==> src/dcachePkg.sv <==
`default_nettype none

package dcachePkg;

  // cache geometry
  localparam int addrWidth   = 32;
  localparam int xlen        = 64;
  localparam int lineWords   = 4;
  localparam int lineWidth   = 256;
  localparam int numSets     = 16;
  localparam int offsetWidth = 5;
  localparam int indexWidth  = 4;
  localparam int tagWidth    = 23;

  typedef logic [addrWidth-1:0]          addrT;
  typedef logic [xlen-1:0]               wordT;
  typedef logic [lineWidth-1:0]          lineT;
  typedef logic [tagWidth-1:0]           tagT;
  typedef logic [indexWidth-1:0]         indexT;
  typedef logic [$clog2(lineWords)-1:0]  wordSelT;
  typedef logic [xlen/8-1:0]             byteMaskT;

  // controller states
  typedef enum logic [2:0] {
    IDLE,
    LOOKUP,
    WRITEBACK,
    REFILLREQ,
    REFILL,
    INSTALL
  } cacheStateT;

endpackage

`default_nettype wire
==> src/dcacheReqPort.sv <==
`timescale 1ns/10ps
`default_nettype none

module dcacheReqPort (
  input  wire                        clk,
  input  wire                        rst_n,
  input  wire                        latchEn,
  input  wire                        lookupEn,
  input  wire                        reqWrite_i,
  input  dcachePkg::addrT            reqAddr_i,
  input  dcachePkg::wordT            reqWrData_i,
  input  dcachePkg::byteMaskT        reqWrMask_i,
  output logic                       reqWrite,
  output dcachePkg::tagT             reqTag,
  output dcachePkg::indexT           reqIndex,
  output dcachePkg::wordSelT         reqWordSel,
  output dcachePkg::wordT            storeData,
  output dcachePkg::wordT            storeBitMask
);

  dcachePkg::addrT      reqAddr;
  dcachePkg::byteMaskT  byteMask;
  logic                 held;

  always_ff @(posedge clk or negedge rst_n) begin
    if (!rst_n) begin
      reqWrite <= 1'b0;
      held     <= 1'b0;
    end else if (latchEn) begin
      reqWrite <= reqWrite_i;
      held     <= 1'b1;
    end else if (lookupEn) begin
      held <= 1'b0;
    end
  end

  // request payload
  always_ff @(posedge clk) begin
    if (latchEn) begin
      reqAddr   <= reqAddr_i;
      storeData <= reqWrData_i;
      byteMask  <= reqWrMask_i;
    end
  end

  // low address bits below the word are ignored
  assign reqTag     = reqAddr[dcachePkg::addrWidth-1 -: dcachePkg::tagWidth];
  assign reqIndex   = reqAddr[dcachePkg::offsetWidth +: dcachePkg::indexWidth];
  assign reqWordSel = reqAddr[dcachePkg::offsetWidth-1 -: $bits(dcachePkg::wordSelT)];

  // one byte enable per eight data bits
  always_comb begin
    for (int i = 0; i < $bits(dcachePkg::byteMaskT); i++) begin
      storeBitMask[i*8 +: 8] = {8{byteMask[i]}};
    end
  end

  // a new request must not overwrite one that never reached lookup
  assert property (@(posedge clk) disable iff (!rst_n) latchEn |-> !held);

endmodule

`default_nettype wire

==> config.mk <==
export PLATFORM = sky130hd
export DESIGN_NAME = dcacheReqPort
export DESIGN_NICKNAME = d
export VERILOG_FILES = /design/src/dcachePkg.sv /design/src/dcacheReqPort.sv
export SDC_FILE = /design/constraint.sdc
export NUM_CORES = 1
export LEC_CHECK = 0
export BUFFER_PORTS_ARGS = -buffer_cell sky130_fd_sc_hd__buf_2
export CAP_MARGIN = 20
export CORE_AREA = 4 4 101 103
export DETAILED_ROUTE_END_ITERATION = 10
export DIE_AREA = 0 0 105 107
export PLACE_DENSITY_LB_ADDON = 0.05
export SETUP_SLACK_MARGIN = 0.02
export SLEW_MARGIN = 20
export SYNTH_ARGS = -nofsm -noshare
export SYNTH_HDL_FRONTEND = slang
export SYNTH_SLANG_ARGS = --single-unit
export TNS_END_PERCENT = 5
==> constraint.sdc <==
create_clock -name clk -period 1.4 [get_ports clk]
set_input_delay 0.14 -clock clk [delete_from_list [all_inputs] [get_ports clk]]
set_output_delay 0.14 -clock clk [all_outputs]
set_load 0.01 [all_outputs]
==> metrics.cfg, run 1 <==
[die]
die_x_um=105
ioPinCount=267
fp-row-count=35
start_util_pct=38.0
die_y_um=107

[clock_network]
numClockSinks=102
cts-root-buf=clkbuf_8
htree_levels=3
cts_buffers=9
postCtsSetupBuffers=0
ctsResizeCount=0
hold_buffers=101
clk_path_buf_depth=2

[logic_synthesis]
synth_most_common_cell=edfxtp_1
netlist_top_cells_count=edfxtp_1 (101), buf_4 (56), dfrtp_1 (1), mux2_4 (1)
synth_cells=159
synth_area_um2=3490
syn_nets=268
yosys_warnings=0
yosys.area.top_type=edfxtp_1
seq_area_frac_synth_pct=87.5
yosysTopAreaCellShare_pct=86.8
post_synth.cell_area_avg_um2=22.0
yosys-top-cells-area=edfxtp_1 (87%), buf_4 (12%), dfrtp_1 (0.72%)
ys.flop_type=edfxtp_1
ys_ff_latch=102
synth_cell_type_count=4
synth_edf_count=101
async_reset_ff_share_pct=0.980

[placed_design]
pre_cts_ws_ns=0.400
port_buffers=262
gp_congestion=0.672
dp_hpwl_mm=6.46

[status]
failing_step=4_1_cts
stop_error=[ERROR RSZ-0060] Max buffer count reached.
status=stopped before the end

==> metrics by stage <==
| stage | util (%) | instances | hold slack, ns | instance area, um2 |
|---|---|---|---|---|
| detailed placement | 50.1 | 480 | -0.0835 | 4610 |
| floorplan | - | 159 | -0.156 | 3490 |
| global placement | 50.1 | 480 | -0.0847 | 4610 |
==> cell families after synthesis <==
logic type,synth area share (%)
flops,87.5
mux,0.430
buf+inv,12.0
==> inputs of run 2 (changes only) <==
--- a/config.mk
+++ b/config.mk
@@ -7,11 +7,10 @@
 export LEC_CHECK = 0
 export BUFFER_PORTS_ARGS = -buffer_cell sky130_fd_sc_hd__buf_2
 export CAP_MARGIN = 20
-export CORE_AREA = 4 4 101 103
+export CORE_AREA = 4 4 102 104
 export DETAILED_ROUTE_END_ITERATION = 10
-export DIE_AREA = 0 0 105 107
-export PLACE_DENSITY_LB_ADDON = 0.05
-export SETUP_SLACK_MARGIN = 0.02
+export DIE_AREA = 0 0 106 108
+export PLACE_DENSITY_LB_ADDON = 0.15
 export SLEW_MARGIN = 20
 export SYNTH_ARGS = -nofsm -noshare
 export SYNTH_HDL_FRONTEND = slang
==> metrics.cfg, run 2 <==
[placed_design]
placedCellCount=501  ; +4.4%
placed_area_um2=4610  ; +0.16%
gp_congestion=0.694  ; +3.3%
dp_hpwl_mm=6.33  ; -2.1%
port_buffers=262  ; unchanged

[timing]
setup_viol=0
drv_slew=0
finClkSkew_ns=0
slew_headroom_pct=84.1
tightest_slew_ns=0.238
hold_ws_ns=0.0963
finalHoldViolCount=0
finalSetupTns_ns=0
fmax_mhz=842
period_share_pct=84.9
post-route-min-period_ns=1.19
rsz0062_at_grt=false

[worst_setup_path]
crit_path_start_kind=flip-flop
ff2ff_setup_slack_ns=0.63
reg2reg_depth=1
r2r-end=reqWrite
r2r_start=reqWrite
critical_path_buf_inv_count=1
crit_arrival_ns=1.05
cp_max_fo=8
cp.required_ns=1.26
critical_path_class=reg2out
critical_path.cell_chain=buf_2
critical-path-top-delay-family=flip-flops
crit_cells=1
end_kind=output port
crit_slowest_cell=edfxtp_1
slowest_delay_ns=0.50

[layout]
reg.largest.list=storeData (64), reqAddr (29), byteMask (8)
final_nets=591
fillers=739
synthToLayoutAreaGrowth_pct=67.7
layout-drive-gt1-share_pct=57.5
stdcell_count=620
fin_area_um2=5860
largest-register=storeData
mostFrequentLayoutCells=buf_2 (261), dlygate4sd3_1 (103), edfxtp_1 (101)
n_antenna_cell=0
largest_reg_flops=64
mostFrequentLayoutCell=buf_2

[die]
die_y_um=108  ; +0.93%
fp-row-count=36  ; +2.9%
start_util_pct=36.6  ; -1.4 points
die_area_um2=11400
die_x_um=106  ; +0.95%
ioPinCount=267  ; unchanged
core_area_um2=9550

[logic_synthesis]
synthMuxAreaShare_pct=0.430  ; unchanged
yosys.area_share.simple_pct=0  ; unchanged
synth_cells=159  ; unchanged
yosysTopAreaCellShare_pct=86.8  ; unchanged
netlist_top_cells_count=edfxtp_1 (101), buf_4 (56), dfrtp_1 (1), mux2_4 (1)
synth_most_common_cell=edfxtp_1
synthAdderAreaFrac_pct=0  ; unchanged
syn_nets=268  ; unchanged
yosys.area.top_type=edfxtp_1
synth_edf_count=101  ; unchanged
ys.flop_type=edfxtp_1
synth_cell_type_count=4  ; unchanged
yosys-top-cells-area=edfxtp_1 (87%), buf_4 (12%), dfrtp_1 (0.72%)
synth_top_family_by_area=buffers and inverters
yosys_warnings=0  ; unchanged
async_reset_ff_share_pct=0.980  ; unchanged
synth_xor_area_share_pct=0  ; unchanged
synth_area_um2=3490  ; unchanged
ys_ff_latch=102  ; unchanged
seq_area_frac_synth_pct=87.5  ; unchanged
synth-compound-area-share_pct=0  ; unchanged
post_synth.cell_area_avg_um2=22.0  ; unchanged

[grt]
grt_pass1_vias=2675
antenna_found_initial=0
grt_overflow=0
grt_max_degree=36
top_usage_layer=met2
use_met1_pct=17.0
met2_usage_pct=28.0
grt_usage_pct=16.1
grt_pass1_wl_mm=13.9
met3_usage_pct=7.04

[power]
power.total_mw=6.68
p_leak_nw=2.60
power_density_nw_per_um2=1140
peakVddDrop_v=0.000894

[routing]
drt-pass1-iter-count=4
post_drt_wl_per_cell_um=15.1
drtIter0Drc=65
num_vias=2518
wirelength_mm=9.38
drc=0
vias_per_cell=4.06
antenna_left=0

[clock_network]
htree_levels=3  ; unchanged
cts_tree=yes
clock_latency_ns=0.35
cts-root-buf=clkbuf_8
cts.clk_slew.worst_paths_ns=0.09
numClockSinks=102  ; unchanged
clk_path_buf_depth=2  ; unchanged
postCtsSetupBuffers=0  ; unchanged
cts_buffers=9  ; unchanged

[worst_hold_path]
min_path_type=in2async

[run]
cap_violations=0

[status]
status=complete, no violations

-- run 2: stage by stage --
| step | util, % | setup slack (ns) |
|---|---|---|
| finish | 61.3 | 0.212 |
| global route | 61.3 | 0.155 |
| CTS | 61.3 | 0.199 |
| detailed placement | 48.3 | 0.477 |
| global placement | 48.3 | 0.481 |
| floorplan | - | 0.583 |
-- run 2: worst max path at each step --
stage | from | endpoint
floorplan | byteMask[1] | storeBitMask[10]
global placement | latchEn | storeData[56]
detailed placement | latchEn | reqAddr[27]
CTS | byteMask[5] | storeBitMask[44]
global route | byteMask[5] | storeBitMask[41]
finish | byteMask[5] | storeBitMask[46]
-- run 2: area by class of cell --
class | instances | area, um2 | share of cell area (%)
clock inverters | 6 | 85.1 | 1.45
repair buffers | 368 | 2400 | 41.1
flip-flops and latches | 102 | 3060 | 52.2
multi-input cells | 1 | 15.0 | 0.256
well taps | 133 | 166 | 2.84
clock buffers | 10 | 128 | 2.18
-- run 2: routing by layer --
layer | up-vias | wire, um | part of all wire (%)
li1 | 1175 | - | -
met1 | 1164 | 3200 | 34
met2 | 162 | 4860 | 52
met3 | 17 | 1130 | 12
met5 | - | 0 | 0
met4 | 0 | 186 | 2.0
-- run 2: repair_timing --
action / CTS / global route
gates resized for setup: 0 / 0
hold endpoints to repair: 103 / 0
hold buffers: 103 / 0
setup endpoints to repair: 0 / 0
-- run 2: kinds of logic after synthesis --
group	after synthesis
buffers and inverters	56
flip-flops	102
multiplexers	1
-- run 2: power by group --
group,switching (mW),internal (mW)
sequential,0.0813,3.62
combinational,0.480,0.540
clock,0.956,1.01
total,1.52,5.17
(Power assumes the default switching activity.)
