[src/dcachePkg.sv]
`default_nettype none

package dcachePkg;

  // cache geometry
  localparam int addrWidth   = 32;
  localparam int xlen        = 64;
  localparam int lineWords   = 4;
  localparam int lineWidth   = 256;
  localparam int numSets     = 16;
  localparam int offsetWidth = 5;
  localparam int indexWidth  = 4;
  localparam int tagWidth    = 23;

  typedef logic [addrWidth-1:0]          addrT;
  typedef logic [xlen-1:0]               wordT;
  typedef logic [lineWidth-1:0]          lineT;
  typedef logic [tagWidth-1:0]           tagT;
  typedef logic [indexWidth-1:0]         indexT;
  typedef logic [$clog2(lineWords)-1:0]  wordSelT;
  typedef logic [xlen/8-1:0]             byteMaskT;

  // controller states
  typedef enum logic [2:0] {
    IDLE,
    LOOKUP,
    WRITEBACK,
    REFILLREQ,
    REFILL,
    INSTALL
  } cacheStateT;

endpackage

`default_nettype wire
[src/dcacheTagStore.sv]
`timescale 1ns/10ps
`default_nettype none

module dcacheTagStore (
  input  wire                clk,
  input  wire                rst_n,
  input  dcachePkg::tagT     reqTag,
  input  dcachePkg::indexT   reqIndex,
  input  wire                lookupEn,
  input  wire                storeHit,
  input  wire                installEn,
  output logic               hit,
  output logic               hitWay,
  output logic               dirtyVictim,
  output logic               victimWay,
  output dcachePkg::tagT     victimTag
);

  logic [dcachePkg::numSets-1:0] validArr [2];
  logic [dcachePkg::numSets-1:0] dirtyArr [2];
  dcachePkg::tagT                tagArr   [2][dcachePkg::numSets];
  logic                          replPtr;
  logic                          hit0;
  logic                          hit1;

  assign hit0 = validArr[0][reqIndex] && (tagArr[0][reqIndex] == reqTag);
  assign hit1 = validArr[1][reqIndex] && (tagArr[1][reqIndex] == reqTag);

  assign hit         = lookupEn && (hit0 || hit1);
  assign hitWay      = hit1;
  assign victimWay   = replPtr;
  assign victimTag   = tagArr[replPtr][reqIndex];
  assign dirtyVictim = validArr[replPtr][reqIndex] && dirtyArr[replPtr][reqIndex];

  always_ff @(posedge clk or negedge rst_n) begin
    if (!rst_n) begin
      validArr[0] <= '0;
      validArr[1] <= '0;
      dirtyArr[0] <= '0;
      dirtyArr[1] <= '0;
      replPtr     <= 1'b0;
    end else if (installEn) begin
      // fresh line from memory is clean
      validArr[replPtr][reqIndex] <= 1'b1;
      dirtyArr[replPtr][reqIndex] <= 1'b0;
      replPtr                     <= !replPtr;
    end else if (storeHit) begin
      dirtyArr[hitWay][reqIndex] <= 1'b1;
    end
  end

  always_ff @(posedge clk) begin
    if (installEn) begin
      tagArr[replPtr][reqIndex] <= reqTag;
    end
  end

  // a miss always installs into one way only, so no duplicate tags
  assert property (@(posedge clk) disable iff (!rst_n) lookupEn |-> !(hit0 && hit1));

endmodule

`default_nettype wire

[config.mk]
export PLATFORM = sky130hd
export DESIGN_NAME = dcacheTagStore
export DESIGN_NICKNAME = d
export VERILOG_FILES = /design/src/dcachePkg.sv /design/src/dcacheTagStore.sv
export SDC_FILE = /design/constraint.sdc
export NUM_CORES = 1
export LEC_CHECK = 0
export ABC_AREA = 1
export ABC_CLOCK_PERIOD_IN_PS = 3400
export BUFFER_PORTS_ARGS = -buffer_cell sky130_fd_sc_hd__buf_2
export CAP_MARGIN = 20
export CORE_MARGIN = 5
export CORE_UTILIZATION = 55
export DETAILED_ROUTE_END_ITERATION = 10
export GPL_ROUTABILITY_DRIVEN = 0
export PLACE_DENSITY = 0.71
export SYNTH_ARGS = -nofsm -noshare
export SYNTH_HDL_FRONTEND = slang
export SYNTH_SLANG_ARGS = --single-unit
[constraint.sdc]
create_clock -name clk -period 3.4 [get_ports clk]
set_input_delay 0.34 -clock clk [delete_from_list [all_inputs] [get_ports clk]]
set_output_delay 0.34 -clock clk [all_outputs]
set_load 0.005 [all_outputs]
==> run summary <==
In this run the power density over the cells is 565 mW/mm2. Counting along the longest clock path gives a buffer depth of 3. The simple logic cell fraction of the synthesized area works out to 0.220. Summed over all cells, the static leakage comes to 14.8 nW. The core region is 0.0600 mm2. The share of the synthesized area in compound gates (AO/OA/AOI/OAI) was 0.0304. Leaving out fill and tap cells, the most frequent cells in the layout are 1553 x sky130_fd_sc_hd__nand2_1, 736 x sky130_fd_sc_hd__edfxtp_1, 109 x sky130_fd_sc_hd__nor2_1.

The library cell used most frequently in the layout, excluding fill and tap cells, is sky130_fd_sc_hd__nand2_1. The worst hold path begins at reqTag[21]. Worst hold slack: 81.9 ps. Setup violations remaining at the end of the flow were counted as 0. The maximum VDD drop was 515 uV; the area added between synthesis and finish was 13.9%.

The number of hold violations in the final report came out at 0. The endpoint identified for the worst register-to-register timing path is dirtyArr[31]$_DFFE_PN0P_. For the worst-skew pair, the clock arrives at the later sink with an insertion delay of 630 ps. For this run, design rule violations remaining after detail routing come to 0.

The initialized floorplan defines 90 standard-cell rows. The slack of the critical path came out at 143 ps. The cell at the root of the clock tree was sky130_fd_sc_hd__clkbuf_16.

The share of final-layout standard cells stronger than drive strength 1 works out to 0.110. The number of vias per cell after detailed routing was 5.81; the overall power consumption was 0.0213 W. After detailed routing, the average wire length per cell comes to 22.9 um.

Worst flop-to-flop path startpoint: victimWay$_DFFE_PN0P_. Buffers inserted during clock tree synthesis total 79. The post-synthesis adder-cell area fraction was 0; the worst hold path cell count was 1. The max-capacitance violation count was 0; the number of buffers added for setup after CTS was 0.

TritonCTS built the clock tree. For the pin with the worst max-slew slack, the measured transition is 1080 ps. Before antenna repair, the detailed router went through 7 iterations. The flow ran to the end, and the final reports show no timing, DRC or antenna violations. For the required time of the critical path, the log shows 3060 ps. The setup clock skew after layout is 20.9 ps, and the die width is 255 um.

Synthesis instantiated 26 different standard cells from the library. Data on the critical path arrives at its endpoint at 2920 ps. The starting DRC count in detailed routing was 2808; the via count of the first global-routing pass was 23000. The post-route setup TNS came out at 0 ps. The via total after detailed routing is 23600, and the worst slack at placement is 28.6 ps. The tree built by TritonCTS fans out to 801 sinks. The tools report the first element of the critical path as reqIndex[1]. The tools report the utilization of the core after routing as 0.628. The detail route stage leaves a number of antenna-violating nets equal to 0. The clock-pin slew on the worst setup and hold paths was 60 ps; the post-synthesis cell count was 3074.

In this run the number of H-tree levels came out at 3. For this run, the post-layout net count is 3246. The synthesized flop and latch total was 801; the xor/xnor cell area share of the yosys netlist was 0. Mux cell area share after synthesis: 0. Detailed placement finished with a half-perimeter wire length of 53900 um.

The total global routing overflow was 0. The post-synthesis average cell area is 10.8 um2. STA classifies the critical path startpoint as an input pin. The initial antenna violation count came out at 3. For this run, the number of Yosys warnings is 0.

The endpoint of the worst hold-timing path is tagArr[0][44]$_DFFE_PP_. Combinational family with the most area after synthesis: simple AND/OR/NAND/NOR gates. The first global-routing pass estimated 139000 um of wire.

The global-route usage over all layers came out at 0.280. Entering global routing, the biggest net connects 91 pins. The number of enable flip-flop cells after synthesis is 736. The effective utilization at floorplan was 0.552; the floorplan die height was 255 um.

The number of cells on the worst reg-to-reg path is 6, and the highest clock rate is 307 MHz. The portion of the clock cycle consumed by the worst path in the final layout is 0.958. The type of the worst min-delay path is in -> reg. For the number of nets produced by synthesis, the log shows 3106.

The setup path with the least slack is of type in -> out. The post-synthesis instance area was 0.0331 mm2. The count of buffers from port buffering works out to 58. The run gives 93200 um as the wire length reported by the detailed router. The worst slew margin relative to its limit is 0.280, and the biggest fanout along the worst timing path is 40. The register-to-register setup slack was 840 ps. For the top-level port count, the log shows 59. Setup repair after global routing left no endpoint under its margin. Counting I/O delays and the setup requirement, the final critical path takes 3260 ps. Count of pins over their slew limit: 0. The proportion of synthesized flip-flops having asynchronous set or reset was 0.0811. The worst setup path is captured at an output port. The most common flop cell mapped by yosys is sky130_fd_sc_hd__edfxtp_1. The tools report the floorplan die area as 0.0652 mm2.

Counting the fill cells in the layout gives 4484. Part of the Yosys area used for sequential elements: 0.717.
-- layer usage --
layer | track usage | up-vias | wire, um
met5 | 0 | - | 0
met4 | 0.116 | 0 | 3880
met3 | 0.0482 | 243 | 9770
met2 | 0.455 | 1384 | 44100
met1 | 0.381 | 11400 | 35500
li1 | - | 10600 | -
-- stage by stage --
step,instance area (um2),cells
finish,37700,4062
global route,37700,4062
CTS,37700,4060
detailed placement,35100,3911
global placement,35100,3911
floorplan,33100,3074
-- critical path, stage by stage --
cell and delay [ps]:
sky130_fd_sc_hd__buf_2 110, sky130_fd_sc_hd__clkinv_2 100, sky130_fd_sc_hd__nand2_1 140, sky130_fd_sc_hd__inv_2 100
sky130_fd_sc_hd__buf_12 190, sky130_fd_sc_hd__nand2_1 90, sky130_fd_sc_hd__nand4_1 80, sky130_fd_sc_hd__nand2_1 60
sky130_fd_sc_hd__nand2_1 70, sky130_fd_sc_hd__o21ai_0 290, sky130_fd_sc_hd__nand2_1 180, sky130_fd_sc_hd__nor2_1 220
sky130_fd_sc_hd__nand2_1 100, sky130_fd_sc_hd__nor2_1 100, sky130_fd_sc_hd__buf_4 110, sky130_fd_sc_hd__nand3_1 220
sky130_fd_sc_hd__a21oi_2 240, sky130_fd_sc_hd__buf_2 140
-- flip-flops by register name (all words and copies together), names as in the netlist --
| signal | flops |
|---|---|
| dirtyArr | 32 |
| tagArr | 736 |
| validArr | 32 |
| victimWay | 1 |
-- timing repair --
item                       in CTS  in global routing
hold buffers                    4                  0
resized for setup               1                 10
setup endpoints to repair       1                  3
hold endpoints to repair       71                  0
-- layout make-up --
type | instances | area (um2) | area share
multi-input cells | 2040 | 8440 | 0.224
diodes | 2 | 5.00 | 0.000133
flip-flops and latches | 801 | 23700 | 0.629
clock inverters | 32 | 259 | 0.00687
clock buffers | 113 | 2230 | 0.0592
repair buffers | 196 | 1690 | 0.0449
well taps | 782 | 978 | 0.0259
inverters | 96 | 374 | 0.00992
-- synth_stat cells (3+ instances only) --
master | count | share of area
sky130_fd_sc_hd__o21ai_1 | 36 | 0.0054
sky130_fd_sc_hd__buf_2 | 57 | 0.0086
sky130_fd_sc_hd__inv_2 | 5 | 0.00057
sky130_fd_sc_hd__buf_6 | 17 | 0.0058
sky130_fd_sc_hd__buf_4 | 9 | 0.0020
sky130_fd_sc_hd__o21ai_0 | 105 | 0.016
sky130_fd_sc_hd__o22ai_1 | 9 | 0.0017
sky130_fd_sc_hd__nand2_1 | 1553 | 0.18
sky130_fd_sc_hd__a21oi_1 | 31 | 0.0047
sky130_fd_sc_hd__a22oi_1 | 9 | 0.0020
sky130_fd_sc_hd__nor2_1 | 145 | 0.016
sky130_fd_sc_hd__dfrtp_1 | 65 | 0.049
sky130_fd_sc_hd__nand4_1 | 93 | 0.018
sky130_fd_sc_hd__or2_2 | 20 | 0.0038
sky130_fd_sc_hd__nand3_1 | 33 | 0.0050
sky130_fd_sc_hd__inv_1 | 88 | 0.010
sky130_fd_sc_hd__clkbuf_1 | 47 | 0.0053
sky130_fd_sc_hd__buf_1 | 7 | 0.00079
sky130_fd_sc_hd__clkinv_1 | 3 | 0.00034
sky130_fd_sc_hd__edfxtp_1 | 736 | 0.67
-- cells by family after synthesis --
| logic type | count (synthesis) |
|---|---|
| compound gates | 193 |
| flops | 801 |
| simple gates | 1847 |
| buf+inv | 233 |
-- worst max-delay path by stage --
stage	end	cells past startpoint
2_1_floorplan	dirtyArr[16]$_DFFE_PN0P_	10
3_3_place_gp	hitWay	20
3_5_place_dp	hitWay	19
4_1_cts	hitWay	19
5_1_grt	hitWay	16
6_report	hit	18
-- power breakdown --
part / internal [W] / switching (W)
combinational: 0.000530 / 0.00126
clock: 0.00487 / 0.00357
sequential: 0.0110 / 0.0000846
total: 0.0164 / 0.00492
Power figures use the tool's default switching activity.
