File: src/dcachePkg.sv
`default_nettype none

package dcachePkg;

  // cache geometry
  localparam int addrWidth   = 32;
  localparam int xlen        = 64;
  localparam int lineWords   = 4;
  localparam int lineWidth   = 256;
  localparam int numSets     = 16;
  localparam int offsetWidth = 5;
  localparam int indexWidth  = 4;
  localparam int tagWidth    = 23;

  typedef logic [addrWidth-1:0]          addrT;
  typedef logic [xlen-1:0]               wordT;
  typedef logic [lineWidth-1:0]          lineT;
  typedef logic [tagWidth-1:0]           tagT;
  typedef logic [indexWidth-1:0]         indexT;
  typedef logic [$clog2(lineWords)-1:0]  wordSelT;
  typedef logic [xlen/8-1:0]             byteMaskT;

  // controller states
  typedef enum logic [2:0] {
    IDLE,
    LOOKUP,
    WRITEBACK,
    REFILLREQ,
    REFILL,
    INSTALL
  } cacheStateT;

endpackage

`default_nettype wire
File: src/dcacheBusPort.sv
`timescale 1ns/10ps
`default_nettype none

module dcacheBusPort (
  input  wire                clk,
  input  wire                rst_n,
  input  dcachePkg::tagT     reqTag,
  input  dcachePkg::indexT   reqIndex,
  input  dcachePkg::tagT     victimTag,
  input  dcachePkg::lineT    victimLine,
  input  wire                wbStart,
  input  wire                rdStart,
  input  wire                refillEn,
  input  wire                rdReqReady_i,
  input  wire                rdDataValid_i,
  input  dcachePkg::wordT    rdData_i,
  input  wire                rdLast_i,
  input  wire                wrReqReady_i,
  output logic               rdReqValid_o,
  output dcachePkg::addrT    rdAddr_o,
  output logic               wrReqValid_o,
  output dcachePkg::addrT    wrAddr_o,
  output dcachePkg::lineT    wrData_o,
  output dcachePkg::lineT    refillLine,
  output logic               rdDone,
  output logic               wbDone
);

  dcachePkg::wordSelT beatCnt;
  logic               beatEn;

  assign beatEn = refillEn && rdDataValid_i;
  assign wbDone = wrReqValid_o && wrReqReady_i;

  always_ff @(posedge clk or negedge rst_n) begin
    if (!rst_n) begin
      rdReqValid_o <= 1'b0;
      wrReqValid_o <= 1'b0;
      beatCnt      <= '0;
      rdDone       <= 1'b0;
    end else begin
      if (rdStart) begin
        rdReqValid_o <= 1'b1;
      end else if (rdReqReady_i) begin
        rdReqValid_o <= 1'b0;
      end
      if (wbStart) begin
        wrReqValid_o <= 1'b1;
      end else if (wrReqReady_i) begin
        wrReqValid_o <= 1'b0;
      end
      // four beats wrap the counter back to zero
      if (beatEn) begin
        beatCnt <= beatCnt + 1'b1;
      end
      rdDone <= beatEn && rdLast_i;
    end
  end

  // line-aligned addresses, held until the handshake
  always_ff @(posedge clk) begin
    if (rdStart) begin
      rdAddr_o <= {reqTag, reqIndex, {dcachePkg::offsetWidth{1'b0}}};
    end
    if (wbStart) begin
      wrAddr_o <= {victimTag, reqIndex, {dcachePkg::offsetWidth{1'b0}}};
      wrData_o <= victimLine;
    end
    if (beatEn) begin
      refillLine[beatCnt*dcachePkg::xlen +: dcachePkg::xlen] <= rdData_i;
    end
  end

  assert property (@(posedge clk) disable iff (!rst_n) rdLast_i |-> rdDataValid_i);

endmodule

`default_nettype wire

File: config.mk
export PLATFORM = sky130hd
export DESIGN_NAME = dcacheBusPort
export DESIGN_NICKNAME = d
export VERILOG_FILES = /design/src/dcachePkg.sv /design/src/dcacheBusPort.sv
export SDC_FILE = /design/constraint.sdc
export NUM_CORES = 1
export LEC_CHECK = 0
export BUFFER_PORTS_ARGS = -buffer_cell sky130_fd_sc_hd__buf_2
export CAP_MARGIN = 40
export CORE_AREA = 3 3 375 377
export DETAILED_ROUTE_END_ITERATION = 12
export DIE_AREA = 0 0 378 380
export PLACE_DENSITY = 0.3
export SLEW_MARGIN = 10
export SYNTH_ARGS = -nofsm -noshare
export SYNTH_HDL_FRONTEND = slang
export SYNTH_SLANG_ARGS = --single-unit
File: constraint.sdc
create_clock -name clk -period 5.3 [get_ports clk]
set_input_delay 0.53 -clock clk [delete_from_list [all_inputs] [get_ports clk]]
set_output_delay 0.53 -clock clk [all_outputs]
set_load 0.005 [all_outputs]
==> qor.yml, run 1 <==
worst_setup_path:
  cpLargestDelayFamily: "simple AND/OR/NAND/NOR gates"
  worst-path-buf-inv: 2
  ff2ff_path_depth: 5
  r2r-start: "beatCnt[0]$_DFFE_PN0P_"
  cp-end-kind: "flop"
  criticalPathCategory: "reg -> reg"
  cp.depth: 5
  crit_path_top_delay_cell: "ha_1"
  crit_start: "beatCnt[0]$_DFFE_PN0P_"
  critical_path_arrival_ns: 3.39
  rrSetupSlack_ns: 2.41
  cpPeakStageDelay_ns: 0.60
  critPathRequiredTime_ns: 5.80
  cp_max_fo: 51
  crit_end: "refillLine[69]$_DFFE_PP_"
  cp-start-kind: "flop"
  reg2reg_to: "refillLine[69]$_DFFE_PP_"
  path_cells: "inv_1 -> ha_1 -> nor2b_4 -> buf_4 -> and3_1"
sta:
  final-max-slew-violation-count: 0
  period_share_pct: 54.5
  setup_viol: 0
  tightest_slew_ns: 0.771
  period_needed_ns: 2.89
  rsz0062_at_grt: "no"
  whs_ns: 0.0835
  skew_ns: 0.0261
  hold_viol_final: 0
  max_freq_ghz: 0.346
  relSlewSlack_pct: 48.6
  setup_tns_ns: 0
synthesis:
  ys_types: 21
  avgSynthCellArea_um2: 21.3
  ys_ff_latch: 571
  netlist_area_um2: 19300
  ys_seq_area_share_pct: 88.9
  yosys_warnings: 0
  netlist_instances: 905
power:
  vdd_drop_max_mv: 0.428
  power_density_nw_per_um2: 419
  leakagePower_nw: 12.9
  power.total_w: 0.0132
placement:
  place_congestion: 0.778
  dpl.hpwl_um: 74500
  portBuffers: 948
  place_area_um2: 26200
finish:
  finalInstanceArea_um2: 31500
  final_nets: 2574
  final_util_pct: 22.9
  drive_gt1_share_pct: 47.9
  area_growth_pct: 63.6
outcome:
  outcome: "finished, final reports clean"
run:
  maxCapViolations: 0
hold_path:
  hold_path_depth: 1
  hp-class: "in -> reg"
routing:
  vias_per_cell: 3.38
  vias: 13700
  ant_nets: 0
  wire_per_inst_um: 24.2
  drtIter0Drc: 731
  wirelength_um: 98300
  drc: 0
  first_pass_iters: 4
global_route:
  overflow: 0
  antenna_found_initial: 33
  grt_usage_pct: 13.1
  grt_pass1_vias: 14600
  grt_pass1_wl_um: 129000
  grt_start_max_net_pins: 129
clocking:
  cts_max_level: 3
  cts_tree: "yes"
  clk_path_buf_depth: 3
  path_clk_slew_ns: 0.05
  cts_sinks: 571
  clockRootBuffer: "clkbuf_16"
  clk_latency_ns: 0.66
  cts_buffers: 74
floorplanning:
  io_pins: 959
  start_util_pct: 14.0
  die_w_um: 378
  coreArea_um2: 137000
  dieArea_um2: 144000
  die_y_um: 380
  placementRows: 136
-- routing by layer --
metal  GRT usage (%)  vias up  wire (µm)
li1                -     6045          -
met1            13.8     6826      35200
met2            23.2      692      49300
met3            6.05      121      11000
met4            4.16       14       2770
met5               0        -        100
-- stage by stage --
step                worst slack, ns  cells
CTS                            2.27   4037
finish                         2.41   4058
global placement               2.36   3619
global route                   2.16   4047
detailed placement             2.28   3620
floorplan                      2.45    914
-- placed cells by master, fill, tap and decap left out, drive strengths merged --
cell type      n
and3         130
edfxtp       566
nand2          1
conb          10
nor2           2
ha             5
nor2b          3
inv            9
clkbuf        93
buf          964
dlygate4sd3  286
a21o           2
and3b          4
xnor2          1
clkinv        25
bufinv         6
and2         128
clkinvlp       2
mux2           1
and4bb         1
nor4b          1
diode         19
dfrtp          5
-- worst min-delay path by stage --
stage,startpoint,to,slack (ns)
2_1_floorplan,rst_n,beatCnt[0]$_DFFE_PN0P_,0.23
3_3_place_gp,rst_n,rdDone$_DFF_PN0_,0.39
3_5_place_dp,rst_n,rdDone$_DFF_PN0_,0.39
4_1_cts,victimTag[18],wrAddr_o[27]$_DFFE_PP_,0.0003
5_1_grt,victimLine[78],wrData_o[78]$_DFFE_PP_,0.02
6_report,victimLine[78],wrData_o[78]$_DFFE_PP_,0.08
-- logic make-up (layout without fill, tap and decap cells) --
group	after synthesis	after routing	synth area share, %
DFF	571	571	88.9
and+or+nand+nor	270	270	8.91
buffers and inverters	54	1385	1.66
adders and majority gates	5	5	0.325
AOI/OAI and AO/OA	2	2	0.0779
other	1	29	0.0195
xor gates and xnor gates	1	1	0.0455
muxes	1	1	0.0585
-- sequential cells by signal, summed over array words and instances, names as in the netlist --
name          count
beatCnt           2
rdAddr_o         27
rdDone            1
rdReqValid_o      1
refillLine      256
wrAddr_o         27
wrData_o        256
wrReqValid_o      1
-- final cells by class --
class / count / area, µm²
clock buffer: 93 / 1920
sequential: 571 / 17100
multi-input combinational: 289 / 1900
inverter: 4 / 15.0
antenna: 19 / 47.5
clock inverter: 38 / 424
fill: 14700 / 106000
tap: 1794 / 2240
timing repair buffer: 1250 / 7820
-- worst reg2reg max path: stages, from the launching register on --
cell and delay [ns]:
dfrtp_1 0.53, inv_1 0.15, ha_1 0.60, nor2b_4 0.51
buf_4 0.58, and3_1 0.39
-- report_power, final --
group | total, W | internal (W) | switching (W)
Sequential | 0.00572 | 0.00559 | 0.000134
Combinational | 0.00250 | 0.000892 | 0.00161
Clock | 0.00497 | 0.00289 | 0.00208
Total | 0.0132 | 0.00937 | 0.00382
-- cell usage after synthesis, drive strengths merged --
cell type / number / area, µm²
and3: 130 / 813
and2: 128 / 801
and4bb: 1 / 12.5
nor4b: 1 / 23.8
nand2: 1 / 3.75
clkbuf: 24 / 104
nor2: 2 / 7.51
a21o: 2 / 15.0
xnor2: 1 / 8.76
inv: 4 / 15.0
mux2: 1 / 11.3
dfrtp: 5 / 125
edfxtp: 566 / 17000
buf: 26 / 200
and3b: 4 / 35.0
nor2b: 3 / 18.8
ha: 5 / 62.6
conb: 1 / 3.75
-- what timing repair did --
| item | 4_1_cts | 5_1_grt |
|---|---|---|
| endpoints found under the hold margin | 291 | 0 |
| gates resized for setup | 0 | 0 |
| setup buffers | 0 | 0 |
| hold buffers | 286 | 0 |
Power figures use the tool's default switching activity.
==> inputs of run 2 (changes only) <==
Clock period 5.3 ns to 2.9 ns, I/O delays scaled along.
==> qor.yml, run 2 (synthesis gave the netlist of run 1 again) <==
global_route:
  overflow: 0
  grt_pass1_wl_um: 131000
  grt_pass1_vias: 15200
  antenna_found_initial: 32
  grt_start_max_net_pins: 66
  grt_usage_pct: 13.2
finish:
  regArea_um2: 17100
  area_growth_pct: 70.1
  reg.largest.list: "refillLine (256), wrData_o (256)"
  final_common_cell: "buf_2"
  multiInputGateArea_um2: 1900
  final_nets: 2683
  drive_gt1_share_pct: 46.4
  final_cell_mix: "buf_2, edfxtp_1, dlygate4sd3_1, and2_1, and3_1"
  fillers: 14600
hold_path:
  min-delay-start: "rdData_i[14]"
  hp-class: "in -> reg"
floorplanning:
  die_w_um: 378
  die_y_um: 380
  placementRows: 136
  start_util_pct: 14.0
  io_pins: 959
  coreArea_um2: 137000
  dieArea_um2: 144000
clocking:
  cts_max_level: 3
  cts_sinks: 571
  cts_setup_buffers: 0
  clk_path_buf_depth: 3
  clk_latency_ns: 0.66
  cts_tree: "yes"
  clockRootBuffer: "clkbuf_16"
  path_clk_slew_ns: 0.06
  cts_buffers: 76
routing:
  wire_per_inst_um: 23.8
  drc: 0
  vias_per_cell: 3.38
  wirelength_um: 99100
  vias: 14100
  drtIter0Drc: 743
  ant_nets: 0
  first_pass_iters: 4
worst_setup_path:
  cp-start-kind: "flop"
  critical_path_arrival_ns: 2.89
  crit_path_top_delay_cell: "ha_1"
  worst-path-buf-inv: 2
  cpPeakStageDelay_ns: 0.58
  cpLargestDelayFamily: "adder cells"
  cp-end-kind: "flop"
  crit_start: "beatCnt[0]$_DFFE_PN0P_"
  critPathRequiredTime_ns: 3.42
  cp_max_fo: 63
  criticalPathCategory: "reg -> reg"
  path_cells: "inv_1 -> ha_1 -> nor4b_4 -> buf_12 -> and2_1"
  r2r-start: "beatCnt[0]$_DFFE_PN0P_"
run:
  maxCapViolations: 0
placement:
  place_congestion: 0.800
  dpl.hpwl_um: 75600
  portBuffers: 948
sta:
  final-max-slew-violation-count: 0
  max_freq_ghz: 0.423
  setup_viol: 0
  relSlewSlack_pct: 48.0
  period_share_pct: 81.6
  rsz0062_at_grt: "no"
  tightest_slew_ns: 0.781
  setup_tns_ns: 0
  skew_ns: 0.0162
  hold_viol_final: 0
  whs_ns: 0.0751
  period_needed_ns: 2.37
outcome:
  outcome: "finished, final reports clean"
power:
  leakagePower_nw: 13.4
  power_density_nw_per_um2: 756
  vdd_drop_max_mv: 0.569
-- run 2: cell count changes in the layout (fill, tap and decap cells not counted), sizes merged --
cell / change
clkinv: +4
inv: -2
diode: -1
buf: +17
clkbuf: +1
clkinvlp: +2
dlygate4sd3: +90
-- run 2: per-stage QoR --
| stage | instance area (µm²) | cells | util (%) | total power (W) | worst slack, ns |
|---|---|---|---|---|---|
| floorplan | 19300 | 914 | - | 0.0123 | 0.0523 |
| detailed placement | 26500 | 3639 | 19.3 | 0.0154 | 0.479 |
| finish | 32800 | 4169 | 23.8 | 0.0248 | 0.533 |
| CTS | 32700 | 4151 | 23.8 | 0.0254 | 0.464 |
| global placement | 26500 | 3639 | 19.3 | 0.0153 | 0.532 |
| global route | 32700 | 4163 | 23.8 | 0.0260 | 0.347 |
-- run 2: area by class of cell --
class / instances / share of cell area, %
flip-flops and latches: 571 / 52.3
well taps: 1794 / 6.85
repair buffers: 1357 / 27.4
diodes: 18 / 0.138
clock buffers: 94 / 6.01
inverters: 4 / 0.0458
clock inverters: 42 / 1.47
multi-input cells: 289 / 5.79
-- run 2: worst paths after layout --
| check | slack, ns | depth (start not counted) | to |
|---|---|---|---|
| min reg2reg | 0.48 | 1 | rdReqValid_o$_DFFE_PN0P_ |
| min | 0.08 | 2 | refillLine[142]$_DFFE_PP_ |
| max reg2reg | 0.53 | 5 | refillLine[189]$_DFFE_PP_ |
| max | 0.53 | 5 | refillLine[189]$_DFFE_PP_ |
| max in group asynchronous | 1.99 | 3 | rdDone$_DFF_PN0_ |
| min in group asynchronous | 0.64 | 3 | beatCnt[0]$_DFFE_PN0P_ |
-- run 2: routing by layer --
metal / global-route usage (%) / part of all wire (%) / vias up
met5: 0 / 0.045 / -
met4: 4.89 / 3.4 / 6
met3: 5.55 / 10 / 124
met2: 23.1 / 50 / 702
met1: 14.1 / 37 / 6986
li1: - / - / 6256
-- run 2: worst reg2reg max path: stages, from the launching register on --
cell and delay [ns]:
dfrtp_1 0.54, inv_1 0.15, ha_1 0.58, nor4b_4 0.33, buf_12 0.31, and2_1 0.34
-- run 2: what timing repair did --
item / CTS / global route
endpoints found under the hold margin: 553 / 0
hold buffers: 376 / 0
resized for setup: 0 / 0
-- run 2: where the power goes --
part	internal, W	switching [W]
sequential	0.0102	0.000251
clock	0.00543	0.00389
combinational	0.00198	0.00301
total	0.0176	0.00715
