`src/dcachePkg.sv`:
```
`default_nettype none

package dcachePkg;

  // cache geometry
  localparam int addrWidth   = 32;
  localparam int xlen        = 64;
  localparam int lineWords   = 4;
  localparam int lineWidth   = 256;
  localparam int numSets     = 16;
  localparam int offsetWidth = 5;
  localparam int indexWidth  = 4;
  localparam int tagWidth    = 23;

  typedef logic [addrWidth-1:0]          addrT;
  typedef logic [xlen-1:0]               wordT;
  typedef logic [lineWidth-1:0]          lineT;
  typedef logic [tagWidth-1:0]           tagT;
  typedef logic [indexWidth-1:0]         indexT;
  typedef logic [$clog2(lineWords)-1:0]  wordSelT;
  typedef logic [xlen/8-1:0]             byteMaskT;

  // controller states
  typedef enum logic [2:0] {
    IDLE,
    LOOKUP,
    WRITEBACK,
    REFILLREQ,
    REFILL,
    INSTALL
  } cacheStateT;

endpackage

`default_nettype wire
```
`src/dcacheCtrl.sv`:
```
`timescale 1ns/10ps
`default_nettype none

module dcacheCtrl (
  input  wire   clk,
  input  wire   rst_n,
  input  wire   reqValid_i,
  input  wire   reqWrite,
  input  wire   hit,
  input  wire   dirtyVictim,
  input  wire   rdDone,
  input  wire   wbDone,
  output logic  reqReady_o,
  output logic  respValid_o,
  output logic  latchEn,
  output logic  lookupEn,
  output logic  storeHit,
  output logic  installEn,
  output logic  wbStart,
  output logic  rdStart,
  output logic  refillEn
);

  dcachePkg::cacheStateT state;
  dcachePkg::cacheStateT nextState;

  always_ff @(posedge clk or negedge rst_n) begin
    if (!rst_n) begin
      state <= dcachePkg::IDLE;
    end else begin
      state <= nextState;
    end
  end

  always_comb begin
    nextState = state;
    case (state)
      dcachePkg::IDLE: begin
        if (reqValid_i) begin
          nextState = dcachePkg::LOOKUP;
        end
      end
      dcachePkg::LOOKUP: begin
        if (hit) begin
          nextState = dcachePkg::IDLE;
        end else if (dirtyVictim) begin
          nextState = dcachePkg::WRITEBACK;
        end else begin
          nextState = dcachePkg::REFILLREQ;
        end
      end
      // victim line has to leave before the refill is asked for
      dcachePkg::WRITEBACK: begin
        if (wbDone) begin
          nextState = dcachePkg::REFILLREQ;
        end
      end
      dcachePkg::REFILLREQ: nextState = dcachePkg::REFILL;
      dcachePkg::REFILL: begin
        if (rdDone) begin
          nextState = dcachePkg::INSTALL;
        end
      end
      // lookup again so the response comes from the installed line
      dcachePkg::INSTALL: nextState = dcachePkg::LOOKUP;
      default: nextState = dcachePkg::IDLE;
    endcase
  end

  assign reqReady_o  = (state == dcachePkg::IDLE);
  assign latchEn     = reqReady_o && reqValid_i;
  assign lookupEn    = (state == dcachePkg::LOOKUP);
  assign respValid_o = lookupEn && hit;
  assign storeHit    = respValid_o && reqWrite;
  assign installEn   = (state == dcachePkg::INSTALL);
  assign refillEn    = (state == dcachePkg::REFILL);

  // start pulses on the edge into the bus states
  assign wbStart = lookupEn && !hit && dirtyVictim;
  assign rdStart = (lookupEn && !hit && !dirtyVictim)
                 || ((state == dcachePkg::WRITEBACK) && wbDone);

  // bus completions only arrive in the state that waits for them
  assert property (@(posedge clk) disable iff (!rst_n)
    rdDone |-> (state == dcachePkg::REFILL));
  assert property (@(posedge clk) disable iff (!rst_n)
    wbDone |-> (state == dcachePkg::WRITEBACK));

endmodule

`default_nettype wire

```
`config.mk`:
```
export PLATFORM = sky130hd
export DESIGN_NAME = dcacheCtrl
export DESIGN_NICKNAME = d
export VERILOG_FILES = /design/src/dcachePkg.sv /design/src/dcacheCtrl.sv
export SDC_FILE = /design/constraint.sdc
export NUM_CORES = 1
export LEC_CHECK = 0
export ABC_AREA = 1
export BUFFER_PORTS_ARGS = -buffer_cell sky130_fd_sc_hd__buf_2
export CAP_MARGIN = 15
export CORE_AREA = 3 3 40 42
export DETAILED_ROUTE_END_ITERATION = 12
export DIE_AREA = 0 0 43 45
export GPL_ROUTABILITY_DRIVEN = 1
export SYNTH_ARGS = -nofsm -noshare
export SYNTH_HDL_FRONTEND = slang
export SYNTH_SLANG_ARGS = --single-unit
```
`constraint.sdc`:
```
create_clock -name clk -period 2.4 [get_ports clk]
set_input_delay 0.36 -clock clk [delete_from_list [all_inputs] [get_ports clk]]
set_output_delay 0.36 -clock clk [all_outputs]
set_load 0.01 [all_outputs]
```
==> results.yml, run 1 <==
layout:
  antennaDiodeCount: 0
  fillers: 142
  fin_nets: 69
  top_register: "state"
  reg_top3: "state: 3 flops"
  final_cells: 75
  largest_reg_flops: 3
  syn_to_final_growth_pct: 54.0
  drive_gt1_share_pct: 50.0
clock_network:
  ctsRootBufferMaster: "clkbuf_4"
  cts_max_level: 1
  ctsResizeCount: 0
  numClockSinks: 3
  cts.clk_slew.worst_paths_ns: 0.04
  clock_path_buffers: 2
  cts_tree: "yes"
  clk_latency_ns: 0.23
  post-cts-setup-buffers: 0
  cts_buffers: 3
die:
  fp.dieH_um: 45
  die_w_um: 43
  coreArea_um2: 1280
  rows: 13
  die-area_um2: 1940
  start_util_pct: 19.5
  ioPinCount: 17
synthesis:
  ys_seq_area_share_pct: 30.0
  yosys-top-cells-area: "dfrtp_1 (30%), nand2_1 (11%), nor2_1 (11%)"
  synthTopCellsByCount: "nand2_1 (7), nor2_1 (7), inv_2 (5)"
  syn_inst: 39
  syn_nets: 47
  yosysTopAreaCell: "dfrtp_1"
  synth.distinct_cells: 13
  synth-edff-count: 0
  avgSynthCellArea_um2: 6.42
  yosys_warnings: 0
  synth_flop_cell: "dfrtp_1"
  synth_top_area_share_pct: 30.0
  ys_ff_latch: 3
  synthArstFlopShare_pct: 100
  syn_area_um2: 250
place:
  portBuffers: 16
  place_hpwl_um: 518
  place_congestion: 0.735
  place_ws_ns: 1.01
  dpl.cell_count: 70
routing:
  ant_nets: 0
  detail_route.iter0.violations: 1
  firstDrtPassIters: 2
  viasPerCell: 3.91
  wl_per_cell_um: 7.95
  drcViolationCount: 0
  num_vias: 293
  wirelength_um: 596
global_routing:
  grt_pass1_wl_mm: 1.07
  top_usage_layer: "met2"
  gr-total-overflow: 0
  grt_usage_pct: 7.67
  grt_max_degree: 7
  grt_pass1_vias: 263
  antenna_found_initial: 0
  met1_usage_pct: 9.20
  grt_util_met2_pct: 10.2
  use_met3_pct: 6.77
critical_path:
  r2r_setup_slack_ns: 1.38
  crit_path_max_fanout: 6
  path_class: "flip-flop to output port"
  crit_path_end_kind: "output port"
  worstPathArrival_ns: 1.27
  crit_required_ns: 2.04
  crit_path_start_kind: "flip-flop"
sta:
  hold_slack_ns: 0.431
  fmax_mhz: 615
  fin_crit_sh_pct: 67.8
  finalCriticalPeriod_ns: 1.63
  finalSetupViolCount: 0
  max_slew_margin_pct: 85.2
  finalClockSkew_ns: 0.000972
  max_slew.worst_pin.slew_ns: 0.223
  tns_ns: 0
  rsz0062_at_grt: "no"
  slew_viol_final: 0
  hold_viol_final: 0
  worst_slack_ns: 0.773
power_and_ir_drop:
  leakage_uw: 0.000229
  p_per_area_nw_per_um2: 1110
  ir_worst_vdd_mv: 0.359
  finalPower_uw: 428
status:
  status: "complete, no violations"
worst_hold_path:
  hp-class: "input pin to flip-flop"
run:
  drv_cap: 0
stage by stage:
step | cell area (um2) | utilization, %
floorplan | 250 | -
global placement | 349 | 27.2
detailed placement | 349 | 27.2
CTS | 385 | 30.0
global route | 385 | 30.0
finish | 385 | 30.0
kinds of logic (layout without fill, tap and decap cells):
| logic type | Yosys count | count (layout) | share of synthesized area [%] |
|---|---|---|---|
| flops | 3 | 3 | 30.0 |
| compound gates | 2 | 2 | 5.00 |
| simple gates | 25 | 25 | 51.5 |
| buf+inv | 9 | 30 | 13.5 |
report_power, final:
| group | switching, uW | total [uW] | leakage [uW] | internal [uW] |
|---|---|---|---|---|
| Combinational | 142 | 237 | 0.000176 | 95.0 |
| Clock | 25.2 | 87.5 | 0.0000150 | 62.2 |
| Sequential | 32.1 | 104 | 0.0000381 | 71.5 |
what timing repair did:
action                                  in CTS  in global routing
endpoints found under the setup margin       0                  0
hold buffers                                 1                  0
endpoints found under the hold margin        3                  0
routing by layer:
metal	part of all wire (%)	wire length (um)	up-vias
met2	44	263	15
met3	13	78	0
met1	43	255	116
li1	-	-	162
met5	0	0	-
met4	0	0	0
layout by cell type, fill, tap and decap left out, types with 2 or more instances in the layout:
| cell | instances |
|---|---|
| nor2_1 | 7 |
| nor2_2 | 3 |
| nand3_1 | 3 |
| buf_2 | 16 |
| nand2_1 | 7 |
| inv_2 | 5 |
| inv_1 | 4 |
| o22ai_1 | 2 |
| clkbuf_4 | 3 |
| dfrtp_1 | 3 |
worst max-delay path, stage by stage, from the launching register on:
cell and delay [ns]:
dfrtp_1 0.42, inv_2 0.12, nand3_2 0.15, inv_2 0.09, nand2_2 0.05, nor2_2 0.07
buf_2 0.13
final timing paths:
| kind | from | to | cells past startpoint |
|---|---|---|---|
| max | state[2] | wbStart | 6 |
| min | hit | state[1] | 4 |
| max reg2reg | state[2] | state[0] | 5 |
| min reg2reg | state[0] | state[2] | 2 |
| max in group asynchronous | rst_n | state[0] | 2 |
| min in group asynchronous | rst_n | state[2] | 2 |
cell type report:
type / count / area, um2 / area share [%]
Clock buffer: 4 / 26.3 / 6.82
Inverter: 9 / 33.8 / 8.77
Multi-Input combinational cell: 27 / 141 / 36.7
Sequential cell: 3 / 75.1 / 19.5
Tap cell: 15 / 18.8 / 4.87
Timing Repair Buffer: 17 / 90.1 / 23.4
Power figures use the tool's default switching activity.
==> run 2: changes to the inputs <==
==> constraint.sdc (replaced) <==
create_clock -name clk -period 1.6 [get_ports clk]
set_input_delay 0.24 -clock clk [delete_from_list [all_inputs] [get_ports clk]]
set_output_delay 0.24 -clock clk [all_outputs]
set_load 0.01 [all_outputs]
==> run 2 against run 1 <==
  * Critical path depth fell by 2
  * Worst setup slack got worse by 0.66 ns
  * Wire length rose by 8.6%
  * Clock-buffer cell count did not move
  * Final area rose by 1.9%
  * Sequential share of layout area fell by 0.37 points
  * Combinational power rose by 57%
  * Die area did not move
  * Power rose by 55%
  * Via count fell by 1.7%
  * Clock skew rose by 0.0010 ns
  * Highest routed layer unchanged
==> results.yml, run 2 (synthesis gave the netlist of run 1 again) <==
worst_hold_path:
  min_from: "hit"
  hp-class: "input pin to flip-flop"
routing:
  detail_route.iter0.violations: 0
  viasPerCell: 3.84
  drcViolationCount: 0
  wl_per_cell_um: 8.63
  firstDrtPassIters: 1
  ant_nets: 0
  num_vias: 288
  wirelength_um: 647
layout:
  final_cell_mix: "buf_2 (16), nor2_1 (7), nand2_1 (7)"
  utilization_pct: 30.6
  fin_nets: 69
  syn_to_final_growth_pct: 57.0
  top_register: "state"
  drive_gt1_share_pct: 50.0
  largest_reg_flops: 3
  antennaDiodeCount: 0
  fillers: 154
  layout_commonest_cell: "buf_2"
  reg_top3: "state: 3 flops"
sta:
  fin_crit_sh_pct: 92.7
  finalSetupViolCount: 0
  hold_viol_final: 0
  slew_viol_final: 0
  max_slew.worst_pin.slew_ns: 0.235
  finalClockSkew_ns: 0.00197
  finalCriticalPeriod_ns: 1.48
  tns_ns: 0
  max_slew_margin_pct: 84.4
  fmax_mhz: 674
  rsz0062_at_grt: "no"
  worst_slack_ns: 0.117
clock_network:
  clock_path_buffers: 2
  cts.clk_slew.worst_paths_ns: 0.04
  cts_buffers: 3
  numClockSinks: 3
  cts_max_level: 1
  cts_tree: "yes"
  ctsRootBufferMaster: "clkbuf_4"
  clk_latency_ns: 0.23
run:
  drv_cap: 0
power_and_ir_drop:
  p_comb_share_pct: 56.0
  ir_worst_vdd_mv: 0.517
  swShare_pct: 47.0
  p_sw_uw: 311
  p_per_area_nw_per_um2: 1690
  leakage_uw: 0.000230
  internal_power_uw: 351
  pwr-share-seq_pct: 24.7
  p_clk_share_pct: 19.3
critical_path:
  crit_path_max_fanout: 5
  crit_required_ns: 1.36
  reg2reg_to: "state[0]"
  crit_path_end_kind: "output port"
  worst_r2r_path_depth: 5
  r2r_setup_slack_ns: 0.56
  reg2reg_from: "state[2]"
  worstPathArrival_ns: 1.24
  cp-endpoint: "rdStart"
  path_class: "flip-flop to output port"
  crit_path_start_kind: "flip-flop"
  crit_start: "state[0]"
place:
  place_hpwl_um: 549
  place_congestion: 0.706
  portBuffers: 16
  place_ws_ns: 0.334
global_routing:
  grt_usage_pct: 7.83
  grt_pass1_vias: 298
  grt_max_degree: 7
  gr-total-overflow: 0
  grt_pass1_wl_mm: 1.16
  antenna_found_initial: 0
die:
  die-area_um2: 1940
  coreArea_um2: 1280
  ioPinCount: 17
  start_util_pct: 19.5
  fp.dieH_um: 45
  die_w_um: 43
  rows: 13
status:
  status: "complete, no violations"
run 2: cell types whose count changed in the layout (fill, tap and decap cells not counted):
| cell | change |
|---|---|
| nand3_2 | -1 |
| nand3_4 | +1 |
run 2: power groups by stage:
stage	Clock, uW	Combinational (uW)	Sequential [uW]
after floorplan	0	251	147
after global placement	0	353	160
after detailed placement	0	360	161
after CTS	133	364	160
after global routing	143	424	172
final	128	371	164
run 2: per-layer routing:
layer,global-route usage [%],wire length [um]
met5,0,0
met4,1.81,0
met3,5.18,69
met2,13.2,306
met1,8.21,271
run 2: worst min path at each step:
stage,endpoint,cells after the start
after floorplan,state[0],0
after global placement,state[1],1
after detailed placement,state[1],1
after CTS,state[1],4
after global routing,state[1],4
final,state[1],4
run 2: critical path, cell delays in order, from the launching register on:
cell     delay, ns
dfrtp_1       0.45
nor2_1        0.17
nand2_1       0.09
o22ai_1       0.16
buf_2         0.16
run 2: layout make-up:
cell class / count / area [um2] / share of cell area [%]
Clock buffer: 4 / 26.3 / 6.69
Timing Repair Buffer: 17 / 90.1 / 22.9
Inverter: 9 / 33.8 / 8.60
Sequential cell: 3 / 75.1 / 19.1
Tap cell: 15 / 18.8 / 4.78
Multi-Input combinational cell: 27 / 149 / 37.9
run 2: what timing repair did:
item / in CTS / in global routing
setup buffers: 0 / 0
gates resized for setup: 0 / 1
hold buffers: 1 / 0
endpoints found under the setup margin: 0 / 1
hold endpoints to repair: 3 / 0
run 2: metrics by stage:
step / instance area [um2] / hold slack (ns) / power [uW] / cells
finish: 393 / 0.311 / 662 / 75
global route: 393 / 0.332 / 739 / 75
CTS: 385 / 0.305 / 657 / 75
detailed placement: 349 / 0.0409 / 521 / 70
global placement: 349 / 0.0375 / 513 / 70
floorplan: 250 / -0.0556 / 398 / 39
==> run 3: changes to the inputs <==
==> constraint.sdc (replaced) <==
create_clock -name clk -period 1.72 [get_ports clk]
set_input_delay 0.258 -clock clk [delete_from_list [all_inputs] [get_ports clk]]
set_output_delay 0.258 -clock clk [all_outputs]
set_load 0.01 [all_outputs]
==> run 3 against run 2 <==
  * Flip-flop and latch count unchanged
  * Final area down 1.9%
  * Hold slack improved by 0.0056 ns
  * Clock skew down 0.0012 ns
  * Power decreased by 8.1%
  * Critical path type unchanged
  * Highest routed layer is now met4
==> results.yml, run 3 (synthesis gave the netlist of run 1 again) <==
worst_hold_path:
  hp-class: "input pin to flip-flop"
power_and_ir_drop:
  ir_worst_vdd_mv: 0.515
  p_comb_share_pct: 54.2
  p_sw_uw: 289
  p_per_area_nw_per_um2: 1580
  pwr-share-seq_pct: 24.4
  internal_power_uw: 319
  leakage_uw: 0.000229
  swShare_pct: 47.5
  p_clk_share_pct: 21.4
run:
  drv_cap: 0
layout:
  drive_gt1_share_pct: 50.0
  syn_to_final_growth_pct: 54.0
  layout_commonest_cell: "buf_2"
  top_register: "state"
  final_cell_mix: "buf_2 (16), nor2_1 (7), nand2_1 (7)"
  antennaDiodeCount: 0
  largest_reg_flops: 3
  reg_top3: "state: 3 flops"
  utilization_pct: 30.0
  fin_nets: 69
status:
  status: "complete, no violations"
global_routing:
  met1_usage_pct: 8.23
  top_usage_layer: "met2"
  grt_max_degree: 7
  grt_usage_pct: 8.26
  gr-total-overflow: 0
  grt_util_met2_pct: 12.6
  grt_pass1_wl_mm: 1.11
  grt_pass1_vias: 290
  antenna_found_initial: 0
  use_met3_pct: 3.19
clock_network:
  cts_tree: "yes"
  ctsResizeCount: 0
  cts_buffers: 3
  cts.clk_slew.worst_paths_ns: 0.04
  cts_max_level: 1
  ctsRootBufferMaster: "clkbuf_4"
  clk_latency_ns: 0.24
  clock_path_buffers: 2
  numClockSinks: 3
sta:
  slew_viol_final: 0
  hold_viol_final: 0
  tns_ns: 0
  max_slew.worst_pin.slew_ns: 0.233
  max_slew_margin_pct: 84.5
  finalCriticalPeriod_ns: 1.53
  worst_slack_ns: 0.186
  fmax_mhz: 652
  fin_crit_sh_pct: 89.2
  rsz0062_at_grt: "no"
  finalSetupViolCount: 0
  finalClockSkew_ns: 0.000770
place:
  place_hpwl_um: 507
  portBuffers: 16
  place_congestion: 0.758
  place_ws_ns: 0.449
routing:
  drcViolationCount: 0
  detail_route.iter0.violations: 4
  wirelength_um: 650
  wl_per_cell_um: 8.67
  num_vias: 308
  viasPerCell: 4.11
  firstDrtPassIters: 2
  ant_nets: 0
die:
  ioPinCount: 17
  start_util_pct: 19.5
  die-area_um2: 1940
  coreArea_um2: 1280
  rows: 13
  fp.dieH_um: 45
  die_w_um: 43
critical_path:
  path_class: "flip-flop to output port"
  crit_path_start_kind: "flip-flop"
  crit_path_max_fanout: 6
  worstPathArrival_ns: 1.28
  crit_required_ns: 1.46
  crit_path_end_kind: "output port"
run 3: cell counts in the layout (fill, tap and decap cells not counted):
No cell type changed its count.
run 3: area by class of cell:
class                   instances  area (um2)
well taps                      15        18.8
inverters                       9        33.8
flip-flops and latches          3        75.1
repair buffers                 17        90.1
clock buffers                   4        26.3
fillers                       151         900
multi-input cells              27         141
run 3: power by group through the flow:
| stage | sequential, uW | clock (uW) | combinational [uW] |
|---|---|---|---|
| final | 149 | 130 | 330 |
| after global routing | 153 | 145 | 378 |
| after CTS | 148 | 136 | 336 |
| after detailed placement | 149 | 0 | 332 |
| after global placement | 148 | 0 | 327 |
| after floorplan | 137 | 0 | 234 |
run 3: path summary, 6_finish.rpt:
path | start | end | slack, ns | depth (start not counted)
setup reg to reg | state[2] | state[0] | 0.70 | 5
setup / recovery | state[2] | wbStart | 0.19 | 6
min in group asynchronous | rst_n | state[1] | 0.34 | 2
hold / removal | hit | state[1] | 0.32 | 4
hold reg to reg | state[1] | state[1] | 0.67 | 2
max in group asynchronous | rst_n | state[2] | 1.28 | 2
run 3: metal layers:
layer / part of all wire [%] / wire length, um
met5: 0 / 0
met4: 3.1 / 20
met3: 10 / 66
met2: 44 / 289
met1: 42 / 275
run 3: stage by stage:
| stage | instance area, um2 | instances | total power [uW] | hold slack [ns] |
|---|---|---|---|---|
| after global routing | 385 | 75 | 676 | 0.335 |
| after global placement | 349 | 70 | 475 | 0.0552 |
| final | 385 | 75 | 608 | 0.317 |
| after floorplan | 250 | 39 | 370 | -0.0376 |
| after detailed placement | 349 | 70 | 480 | 0.0557 |
| after CTS | 385 | 75 | 620 | 0.311 |
run 3: worst max-delay path, stage by stage, from the launching register on:
cell,delay [ns]
dfrtp_1,0.43
inv_2,0.12
nand3_2,0.15
inv_2,0.10
nand2_2,0.05
nor2_2,0.06
buf_2,0.12
run 3: what timing repair did:
item                      CTS  global route
buffers inserted            0             0
hold endpoints to repair    3             0
hold buffers                1             0
